File: src/common/cache_pkg.sv
`default_nettype none

package cache_pkg;

        // address and data width
        localparam int WORD_W = 32;

        // address fields: tag [31:6], index [5:3], block offset [2]
        localparam int TAG_W = 26;
        localparam int IDX_W = 3;

        // geometry
        localparam int SETS = 8;
        localparam int WAYS = 2;

        // posted write buffer
        localparam int WBUF_DEPTH = 4;
        localparam int WBUF_PTR_W = $clog2(WBUF_DEPTH);
        localparam int WBUF_CNT_W = $clog2(WBUF_DEPTH + 1);

        // hit count lands here after the halt flush
        localparam logic [WORD_W-1:0] HIT_COUNT_ADDR = 32'h3100;

        typedef enum logic [3:0] {
                LOOKUP,
                WB_WORD0,
                WB_WORD1,
                FILL_WORD0,
                FILL_WORD1,
                FLUSH_SCAN,
                FLUSH_WORD0,
                FLUSH_WORD1,
                STORE_COUNT,
                DRAIN,
                FLUSHED
        } dcache_state_t;

        typedef enum logic [1:0] {
                IDLE,
                SETUP,
                ACCESS
        } apb_phase_t;

endpackage

`default_nettype wire

File: src/dcache/dcache.sv
`timescale 1ns/10ps
`default_nettype none

module dcache (
        input  logic                          CLK,
        input  logic                          nRST,
        input  logic                          dmemren,
        input  logic                          dmemwen,
        input  logic [cache_pkg::WORD_W-1:0]  dmemaddr,
        input  logic [cache_pkg::WORD_W-1:0]  dmemstore,
        input  logic                          halt,
        input  logic                          wbuf_full,
        input  logic                          wbuf_empty,
        input  logic                          rd_valid,
        input  logic [cache_pkg::WORD_W-1:0]  rd_data,
        output logic [cache_pkg::WORD_W-1:0]  dmemload,
        output logic                          dhit,
        output logic                          flushed,
        output logic                          wb_push,
        output logic [cache_pkg::WORD_W-1:0]  wb_push_addr,
        output logic [cache_pkg::WORD_W-1:0]  wb_push_data,
        output logic                          rd_req,
        output logic [cache_pkg::WORD_W-1:0]  rd_addr
);
        import cache_pkg::*;

        dcache_state_t state, next_state;

        logic [WAYS-1:0][SETS-1:0] valid;
        logic [WAYS-1:0][SETS-1:0] dirty;
        logic [SETS-1:0]           lru;
        logic [TAG_W-1:0]          tag_arr [WAYS][SETS];
        logic [WORD_W-1:0]         data_arr [WAYS][SETS][2];
        logic [WORD_W-1:0]         hit_count;

        // line being written back, filled or flushed
        logic [IDX_W-1:0] cur_idx;
        logic             cur_way;

        logic [TAG_W-1:0] req_tag;
        logic [IDX_W-1:0] req_idx;
        logic             req_blk;
        logic [WAYS-1:0]  way_hit;
        logic             hit_way;
        logic             victim;
        logic             victim_dirty;
        logic             miss;
        logic             pushing;
        logic             push_word;
        logic             fill_word;
        logic             line_dirty;
        logic             last_line;

        assign req_tag = dmemaddr[WORD_W-1 -: TAG_W];
        assign req_idx = dmemaddr[IDX_W+2:3];
        assign req_blk = dmemaddr[2];

        always_comb begin
                for (int w = 0; w < WAYS; w++) begin
                        way_hit[w] = valid[w][req_idx] && (tag_arr[w][req_idx] == req_tag);
                end
        end

        assign hit_way      = way_hit[1];
        assign victim       = lru[req_idx];
        assign victim_dirty = valid[victim][req_idx] && dirty[victim][req_idx];

        assign dhit = (state == LOOKUP) && !halt && (dmemren || dmemwen) && (|way_hit);
        assign miss = (state == LOOKUP) && !halt && (dmemren || dmemwen) && !(|way_hit);
        assign dmemload = data_arr[hit_way][req_idx][req_blk];
        assign flushed  = (state == FLUSHED);

        // push side toward the write buffer
        assign pushing = (state == WB_WORD0) || (state == WB_WORD1) ||
                         (state == FLUSH_WORD0) || (state == FLUSH_WORD1) ||
                         (state == STORE_COUNT);
        assign push_word = (state == WB_WORD1) || (state == FLUSH_WORD1);
        assign wb_push   = pushing && !wbuf_full;

        always_comb begin
                if (state == STORE_COUNT) begin
                        wb_push_addr = HIT_COUNT_ADDR;
                        wb_push_data = hit_count;
                end else begin
                        wb_push_addr = {tag_arr[cur_way][cur_idx], cur_idx, push_word, 2'b00};
                        wb_push_data = data_arr[cur_way][cur_idx][push_word];
                end
        end

        // fill reads use the held request address
        assign fill_word = (state == FILL_WORD1);
        assign rd_req    = (state == FILL_WORD0) || (state == FILL_WORD1);
        assign rd_addr   = {dmemaddr[WORD_W-1:3], fill_word, 2'b00};

        assign line_dirty = valid[cur_way][cur_idx] && dirty[cur_way][cur_idx];
        assign last_line  = (cur_idx == IDX_W'(SETS - 1)) && cur_way;

        always_comb begin
                next_state = state;
                case (state)
                        LOOKUP: begin
                                if (halt)
                                        next_state = FLUSH_SCAN;
                                else if (miss)
                                        next_state = victim_dirty ? WB_WORD0 : FILL_WORD0;
                        end
                        WB_WORD0:    if (!wbuf_full) next_state = WB_WORD1;
                        WB_WORD1:    if (!wbuf_full) next_state = FILL_WORD0;
                        FILL_WORD0:  if (rd_valid) next_state = FILL_WORD1;
                        FILL_WORD1:  if (rd_valid) next_state = LOOKUP;
                        FLUSH_SCAN: begin
                                if (line_dirty)
                                        next_state = FLUSH_WORD0;
                                else if (last_line)
                                        next_state = STORE_COUNT;
                        end
                        FLUSH_WORD0: if (!wbuf_full) next_state = FLUSH_WORD1;
                        FLUSH_WORD1: if (!wbuf_full) next_state = FLUSH_SCAN;
                        STORE_COUNT: if (!wbuf_full) next_state = DRAIN;
                        // pop happens as the last APB write completes
                        DRAIN:       if (wbuf_empty) next_state = FLUSHED;
                        FLUSHED:     next_state = FLUSHED;
                        default:     next_state = LOOKUP;
                endcase
        end

        always_ff @(posedge CLK or negedge nRST) begin
                if (!nRST) begin
                        state     <= LOOKUP;
                        valid     <= '0;
                        dirty     <= '0;
                        lru       <= '0;
                        hit_count <= '0;
                        cur_idx   <= '0;
                        cur_way   <= 1'b0;
                end else begin
                        state <= next_state;
                        if (dhit) begin
                                hit_count    <= hit_count + 1'b1;
                                lru[req_idx] <= ~hit_way;
                                if (dmemwen)
                                        dirty[hit_way][req_idx] <= 1'b1;
                        end
                        // the retry after the fill hits again
                        if (miss) begin
                                hit_count <= hit_count - 1'b1;
                                cur_idx   <= req_idx;
                                cur_way   <= victim;
                        end
                        if ((state == LOOKUP) && halt) begin
                                cur_idx <= '0;
                                cur_way <= 1'b0;
                        end
                        // way 0 then way 1 of each set
                        if ((state == FLUSH_SCAN) && !line_dirty)
                                {cur_idx, cur_way} <= {cur_idx, cur_way} + 1'b1;
                        if ((state == FLUSH_WORD1) && !wbuf_full)
                                dirty[cur_way][cur_idx] <= 1'b0;
                        if ((state == FILL_WORD1) && rd_valid) begin
                                valid[cur_way][cur_idx] <= 1'b1;
                                dirty[cur_way][cur_idx] <= 1'b0;
                        end
                        if (state == FLUSHED) begin
                                valid <= '0;
                                dirty <= '0;
                        end
                end
        end

        always_ff @(posedge CLK) begin
                if (dhit && dmemwen)
                        data_arr[hit_way][req_idx][req_blk] <= dmemstore;
                if (rd_req && rd_valid)
                        data_arr[cur_way][cur_idx][fill_word] <= rd_data;
                if ((state == FILL_WORD1) && rd_valid)
                        tag_arr[cur_way][cur_idx] <= req_tag;
        end

endmodule

`default_nettype wire

File: src/source/apb_mem_master.sv
`timescale 1ns/10ps
`default_nettype none

module apb_mem_master (
        input  logic                          CLK,
        input  logic                          nRST,
        input  logic                          wbuf_empty,
        input  logic [cache_pkg::WORD_W-1:0]  wb_head_addr,
        input  logic [cache_pkg::WORD_W-1:0]  wb_head_data,
        input  logic                          rd_req,
        input  logic [cache_pkg::WORD_W-1:0]  rd_addr,
        input  logic [cache_pkg::WORD_W-1:0]  prdata,
        input  logic                          pready,
        output logic                          wb_pop,
        output logic                          rd_valid,
        output logic [cache_pkg::WORD_W-1:0]  rd_data,
        output logic                          psel,
        output logic                          penable,
        output logic                          pwrite,
        output logic [cache_pkg::WORD_W-1:0]  paddr,
        output logic [cache_pkg::WORD_W-1:0]  pwdata
);
        import cache_pkg::*;

        apb_phase_t phase;
        logic       is_write;
        logic       start_write;
        logic       start_read;

        // buffered writes first, reads only once the buffer is drained
        assign start_write = (phase == IDLE) && !wbuf_empty;
        // rd_req is still up while the last rd_valid is seen
        assign start_read  = (phase == IDLE) && wbuf_empty && rd_req && !rd_valid;

        assign psel    = (phase != IDLE);
        assign penable = (phase == ACCESS);
        assign pwrite  = psel && is_write;
        assign wb_pop  = penable && pready && is_write;

        always_ff @(posedge CLK or negedge nRST) begin
                if (!nRST) begin
                        phase    <= IDLE;
                        is_write <= 1'b0;
                        rd_valid <= 1'b0;
                end else begin
                        rd_valid <= 1'b0;
                        case (phase)
                                IDLE: begin
                                        if (start_write || start_read) begin
                                                phase    <= SETUP;
                                                is_write <= start_write;
                                        end
                                end
                                SETUP: phase <= ACCESS;
                                ACCESS: begin
                                        if (pready) begin
                                                phase    <= IDLE;
                                                rd_valid <= !is_write;
                                        end
                                end
                                default: phase <= IDLE;
                        endcase
                end
        end

        always_ff @(posedge CLK) begin
                if (start_write) begin
                        paddr  <= wb_head_addr;
                        pwdata <= wb_head_data;
                end else if (start_read) begin
                        paddr <= rd_addr;
                end
                if (penable && pready)
                        rd_data <= prdata;
        end

endmodule

`default_nettype wire

File: src/source/dcache_top.sv
`timescale 1ns/10ps
`default_nettype none

module dcache_top (
        input  logic                          CLK,
        input  logic                          nRST,
        input  logic                          dmemren,
        input  logic                          dmemwen,
        input  logic [cache_pkg::WORD_W-1:0]  dmemaddr,
        input  logic [cache_pkg::WORD_W-1:0]  dmemstore,
        input  logic                          halt,
        output logic [cache_pkg::WORD_W-1:0]  dmemload,
        output logic                          dhit,
        output logic                          flushed,
        output logic                          psel,
        output logic                          penable,
        output logic                          pwrite,
        output logic [cache_pkg::WORD_W-1:0]  paddr,
        output logic [cache_pkg::WORD_W-1:0]  pwdata,
        input  logic [cache_pkg::WORD_W-1:0]  prdata,
        input  logic                          pready
);
        import cache_pkg::*;

        logic              wb_push;
        logic [WORD_W-1:0] wb_push_addr;
        logic [WORD_W-1:0] wb_push_data;
        logic              wb_pop;
        logic [WORD_W-1:0] wb_head_addr;
        logic [WORD_W-1:0] wb_head_data;
        logic              wbuf_full;
        logic              wbuf_empty;
        logic              rd_req;
        logic [WORD_W-1:0] rd_addr;
        logic              rd_valid;
        logic [WORD_W-1:0] rd_data;

        dcache dcache_inst (
                .CLK          (CLK),
                .nRST         (nRST),
                .dmemren      (dmemren),
                .dmemwen      (dmemwen),
                .dmemaddr     (dmemaddr),
                .dmemstore    (dmemstore),
                .halt         (halt),
                .wbuf_full    (wbuf_full),
                .wbuf_empty   (wbuf_empty),
                .rd_valid     (rd_valid),
                .rd_data      (rd_data),
                .dmemload     (dmemload),
                .dhit         (dhit),
                .flushed      (flushed),
                .wb_push      (wb_push),
                .wb_push_addr (wb_push_addr),
                .wb_push_data (wb_push_data),
                .rd_req       (rd_req),
                .rd_addr      (rd_addr)
        );

        write_buffer write_buffer_inst (
                .CLK          (CLK),
                .nRST         (nRST),
                .wb_push      (wb_push),
                .wb_push_addr (wb_push_addr),
                .wb_push_data (wb_push_data),
                .wb_pop       (wb_pop),
                .wb_head_addr (wb_head_addr),
                .wb_head_data (wb_head_data),
                .wbuf_full    (wbuf_full),
                .wbuf_empty   (wbuf_empty)
        );

        apb_mem_master apb_mem_master_inst (
                .CLK          (CLK),
                .nRST         (nRST),
                .wbuf_empty   (wbuf_empty),
                .wb_head_addr (wb_head_addr),
                .wb_head_data (wb_head_data),
                .rd_req       (rd_req),
                .rd_addr      (rd_addr),
                .prdata       (prdata),
                .pready       (pready),
                .wb_pop       (wb_pop),
                .rd_valid     (rd_valid),
                .rd_data      (rd_data),
                .psel         (psel),
                .penable      (penable),
                .pwrite       (pwrite),
                .paddr        (paddr),
                .pwdata       (pwdata)
        );

endmodule

`default_nettype wire

File: src/source/write_buffer.sv
`timescale 1ns/10ps
`default_nettype none

module write_buffer (
        input  logic                          CLK,
        input  logic                          nRST,
        input  logic                          wb_push,
        input  logic [cache_pkg::WORD_W-1:0]  wb_push_addr,
        input  logic [cache_pkg::WORD_W-1:0]  wb_push_data,
        input  logic                          wb_pop,
        output logic [cache_pkg::WORD_W-1:0]  wb_head_addr,
        output logic [cache_pkg::WORD_W-1:0]  wb_head_data,
        output logic                          wbuf_full,
        output logic                          wbuf_empty
);
        import cache_pkg::*;

        logic [WORD_W-1:0]     addr_mem [WBUF_DEPTH];
        logic [WORD_W-1:0]     data_mem [WBUF_DEPTH];
        logic [WBUF_PTR_W-1:0] wr_ptr;
        logic [WBUF_PTR_W-1:0] rd_ptr;
        logic [WBUF_CNT_W-1:0] count;

        assign wbuf_full    = (count == WBUF_CNT_W'(WBUF_DEPTH));
        assign wbuf_empty   = (count == '0);
        assign wb_head_addr = addr_mem[rd_ptr];
        assign wb_head_data = data_mem[rd_ptr];

        // pointers wrap on their own, depth is a power of two
        always_ff @(posedge CLK or negedge nRST) begin
                if (!nRST) begin
                        wr_ptr <= '0;
                        rd_ptr <= '0;
                        count  <= '0;
                end else begin
                        if (wb_push)
                                wr_ptr <= wr_ptr + 1'b1;
                        if (wb_pop)
                                rd_ptr <= rd_ptr + 1'b1;
                        count <= count + WBUF_CNT_W'(wb_push) - WBUF_CNT_W'(wb_pop);
                end
        end

        always_ff @(posedge CLK) begin
                if (wb_push) begin
                        addr_mem[wr_ptr] <= wb_push_addr;
                        data_mem[wr_ptr] <= wb_push_data;
                end
        end

endmodule

`default_nettype wire

File: config.mk
export PLATFORM = sky130hd
export DESIGN_NAME = dcache_top
export DESIGN_NICKNAME = d
export VERILOG_FILES = /design/src/common/cache_pkg.sv /design/src/dcache/dcache.sv /design/src/source/apb_mem_master.sv /design/src/source/dcache_top.sv /design/src/source/write_buffer.sv
export SDC_FILE = /design/constraint.sdc
export NUM_CORES = 2
export LEC_CHECK = 0
export BUFFER_PORTS_ARGS = -buffer_cell sky130_fd_sc_hd__buf_2
export CORE_MARGIN = 2
export CORE_UTILIZATION = 38
export CTS_BUF_LIST = sky130_fd_sc_hd__clkbuf_2
export DETAILED_ROUTE_END_ITERATION = 7
export GPL_ROUTABILITY_DRIVEN = 0
export GPL_TIMING_DRIVEN = 1
export PLACE_DENSITY_LB_ADDON = 0.15
export SLEW_MARGIN = 20
export SYNTH_ARGS = -nofsm -noshare
export SYNTH_HDL_FRONTEND = slang
export SYNTH_SLANG_ARGS = --single-unit
File: constraint.sdc
create_clock -name CLK -period 8.3 [get_ports CLK]
set_input_delay 1.66 -clock CLK [delete_from_list [all_inputs] [get_ports CLK]]
set_output_delay 1.66 -clock CLK [all_outputs]
set_load 0.02 [all_outputs]
==> flow_summary_export.csv <==
group,metric,value,unit
hold_path,min_path_cells,2,
yosys,synth_area,0.0857,mm^2
global_routing,overflow,0,
power,clkPwrFrac,0.235,
global_routing,grt_use_total,0.266,
yosys,ys_warn_count,0,
power,peakVddDrop,0.178,mV
final_layout,layout_common_cells,"edfxtp_1 (1782), clkbuf_2 (693), mux2i_1 (627)",
power,p_per_area,277,mW/mm^2
drt,drt_iter0_markers,6885,
drt,avgRoutedWirePerCell,33.3,um
timing,slew_violations,0,
global_routing,antenna_found_initial,24,
drt,ant_nets,0,
timing,worst_pin_slew,1.34,ns
yosys,ys_seq_area_frac,0.651,
power,p_leak,0.0350,uW
drt,drc,0,
yosys,ys_seq_elements,1873,
final_layout,drive_gt1_frac,0.315,
worst_setup_path,crit_chain,"buf_8 -> buf_4 -> mux4_2 -> nand2_1 -> a21oi_1 -> o22ai_1 -> nor4_2 -> buf_4 -> nand4b_1 -> buf_4 -> buf_4 -> buf_12 -> buf_4 -> mux2i_1 -> o22ai_1 -> nor4_2 -> buf_4 -> a21o_1 -> o21ai_0 -> buf_2",
yosys,syn_avg_cell_area,16.5,um^2
final_layout,final_common_cell,"edfxtp_1",
clocking,numCtsBuffers,494,
floorplanning,pin_count,203,
floorplanning,initial_core_util,0.382,
timing,min_period,8.08,ns
timing,setup_viol,0,
yosys,ys_types,78,
final_layout,syn_to_final_growth,14.2,%
drt,routed_wl,310000,um
final_layout,final_cells,9328,
flow_run,maxCapViolations,0,
yosys,syn-instance-count,5195,
drt,dr_total_vias,56600,
hold_path,hold_class,"input port to register",
worst_setup_path,cp-start-kind,"input port",
timing,whs,0.345,ns
timing,post-route-period-util,0.973,
clocking,cts_root_buf,"clkbuf_2",
worst_setup_path,crit_slowest_cell,"mux4_2",
clocking,cts.clk_slew.worst_paths,0.11,ns
power,internal-power,17200,uW
yosys,ys.flop_type,"edfxtp_1",
floorplanning,die-area,0.229,mm^2
place,post_dp_cell_area,0.0927,mm^2
clocking,cts_tree,"done",
global_routing,grt_max_degree,83,
timing,max_freq,124,MHz
power,power_switching,9900,uW
global_routing,grt_pass1_wl,430000,um
final_layout,fin_area,0.0979,mm^2
worst_setup_path,critPathRequiredTime,6.64,ns
clocking,clockBufferDepth,4,
drt,drtPass1Iterations,6,
run_status,status,"finished clean",
drt,vias_per_cell,6.07,
power,share_seq_of_total_power,0.452,
clocking,cts.sinks,1873,
floorplanning,coreArea,0.224,mm^2
worst_setup_path,arrival,6.42,ns
floorplanning,rows,174,
timing,setup_tns,0,ns
yosys,synth_edf_count,1782,
final_layout,fin_nets,6095,
worst_setup_path,reg2reg_depth,24,
timing,finalClockSkew,0.370,ns
clocking,cts_max_level,5,
place,dp_hpwl,186000,um
worst_setup_path,worst-path-max-fanout,36,
global_routing,grt_pass1_vias,56000,
floorplanning,die_w,479,um
clocking,insertion_delay,2.08,ns
timing,relSlewSlack,0.104,
worst_setup_path,max_stage_delay,0.60,ns
power,swShare,0.365,
place,placedCellCount,8381,
yosys,async_flop_share,0.0486,
timing,hold_viol,0,
worst_setup_path,end_kind,"primary output",
floorplanning,dieHeight,479,um
place,io_buffers,198,
power,combPwrFrac,0.314,
worst_setup_path,critPathKind,"input port to primary output",
worst_setup_path,cp_common_cell,"buf_4",
per-layer routing:
layer  share of wire  vias to the layer above  track usage  routed length, um
met5         0.00015                        -            0                 48
met4           0.032                        8       0.0878               9930
met3            0.10                      587       0.0618              31200
met2            0.45                     3287        0.401             138000
met1            0.42                    29600        0.380             131000
li1                -                    23100            -                  -
registers in the layout, indices dropped and copies added (netlist names):
register                      count
write_buffer_inst.data_mem      128
write_buffer_inst.addr_mem      120
dcache_inst.cur_idx               3
apb_mem_master_inst.paddr        30
write_buffer_inst.count           3
write_buffer_inst.wr_ptr          2
dcache_inst.lru                   8
apb_mem_master_inst.is_write      1
apb_mem_master_inst.rd_data      32
dcache_inst.valid                16
dcache_inst.data_arr           1024
apb_mem_master_inst.rd_valid      1
dcache_inst.tag_arr             416
write_buffer_inst.rd_ptr          2
apb_mem_master_inst.phase         2
dcache_inst.hit_count            32
dcache_inst.state                 4
apb_mem_master_inst.pwdata       32
dcache_inst.dirty                16
dcache_inst.cur_way               1
stage by stage:
stage / power [uW] / setup WS (ns) / utilization
2_1_floorplan: 17100 / 0.674 / -
3_3_place_gp: 20700 / 0.0600 / 0.413
3_5_place_dp: 20800 / 0.0635 / 0.413
4_1_cts: 27200 / 0.0388 / 0.435
5_1_grt: 28300 / -0.0285 / 0.436
6_report: 27100 / 0.220 / 0.436
power groups by stage:
stage	logic, uW	registers (uW)	clock network [uW]
finish	8510	12200	6360
global route	8920	12300	7020
CTS	8380	12300	6530
detailed placement	8320	12500	0
global placement	8270	12400	0
floorplan	4770	12400	0
timing repair:
action,4_1_cts,5_1_grt
setup endpoints to repair,21,11
gates cloned,1,0
hold buffers,65,0
pin swaps,1,1
hold endpoints to repair,447,0
setup buffers,2,0
gates resized for setup,5,11
cell type report:
class / instances / area [um^2]
timing repair buffer: 631 / 5030
clock inverter: 168 / 835
multi-input combinational: 2924 / 28800
tap: 2992 / 3740
clock buffer: 693 / 3470
inverter: 30 / 113
antenna: 17 / 42.5
sequential: 1873 / 55800
fill: 20300 / 127000
cells by family after synthesis:
group / Yosys count / synth area share
muxes: 1193 / 0.207
xor gates and xnor gates: 74 / 0.00756
buffers and inverters: 399 / 0.0203
AOI/OAI and AO/OA: 910 / 0.0688
adders and majority gates: 39 / 0.00587
other: 1 / 0.0000437
and+or+nand+nor: 706 / 0.0401
DFF: 1873 / 0.651
final timing paths:
path                                                  startpoint  slack [ns]                                        end
min in group asynchronous                                   nRST        0.72    write_buffer_inst.rd_ptr[1]$_DFFE_PN0P_
setup / recovery                                     dmemaddr[3]        0.22                               dmemload[23]
hold / removal                                        prdata[25]        0.35  apb_mem_master_inst.rd_data[25]$_DFFE_PP_
max in group asynchronous                                   nRST        6.68           dcache_inst.valid[2]$_DFFE_PN0P_
hold reg to reg            dcache_inst.hit_count[31]$_DFFE_PN0P_        0.52      dcache_inst.hit_count[31]$_DFFE_PN0P_
setup reg to reg           dcache_inst.tag_arr[0][182]$_DFFE_PP_        1.95      dcache_inst.hit_count[31]$_DFFE_PN0P_
cells in the mapped netlist (13+ instances only):
cell type / n / area share
clkbuf_1: 203 / 0.0089
and3_1: 18 / 0.0013
a22o_1: 30 / 0.0031
o31ai_1: 15 / 0.0013
a211oi_1: 25 / 0.0022
mux2i_1: 629 / 0.073
nor4_1: 28 / 0.0020
nand2_1: 263 / 0.012
a221oi_1: 31 / 0.0032
nor2_1: 140 / 0.0061
nor3_1: 53 / 0.0031
o211ai_1: 13 / 0.0011
a21o_1: 25 / 0.0022
buf_1: 70 / 0.0031
o21a_1: 13 / 0.0011
nand3_1: 25 / 0.0015
and2_1: 31 / 0.0023
xor2_1: 26 / 0.0027
o22ai_1: 284 / 0.021
a31oi_1: 18 / 0.0013
ha_1: 37 / 0.0054
a221o_1: 20 / 0.0023
buf_2: 60 / 0.0035
o21bai_1: 24 / 0.0021
inv_1: 27 / 0.0012
a22oi_1: 57 / 0.0050
nor2b_1: 40 / 0.0029
xnor2_1: 48 / 0.0049
dfrtp_1: 91 / 0.027
a21oi_1: 182 / 0.011
mux2_2: 113 / 0.015
or4_1: 32 / 0.0028
buf_4: 27 / 0.0024
edfxtp_1: 1782 / 0.62
mux4_2: 450 / 0.12
o21ai_0: 118 / 0.0069
nand2b_1: 16 / 0.0012
critical path, delay by kind of cell:
| kind | cells | cell delay (ns) |
|---|---|---|
| simple gates | 4 | 0.63 |
| buf+inv | 9 | 2.32 |
| mux | 2 | 0.85 |
| compound gates | 5 | 0.80 |
(Power assumes the default switching activity.)
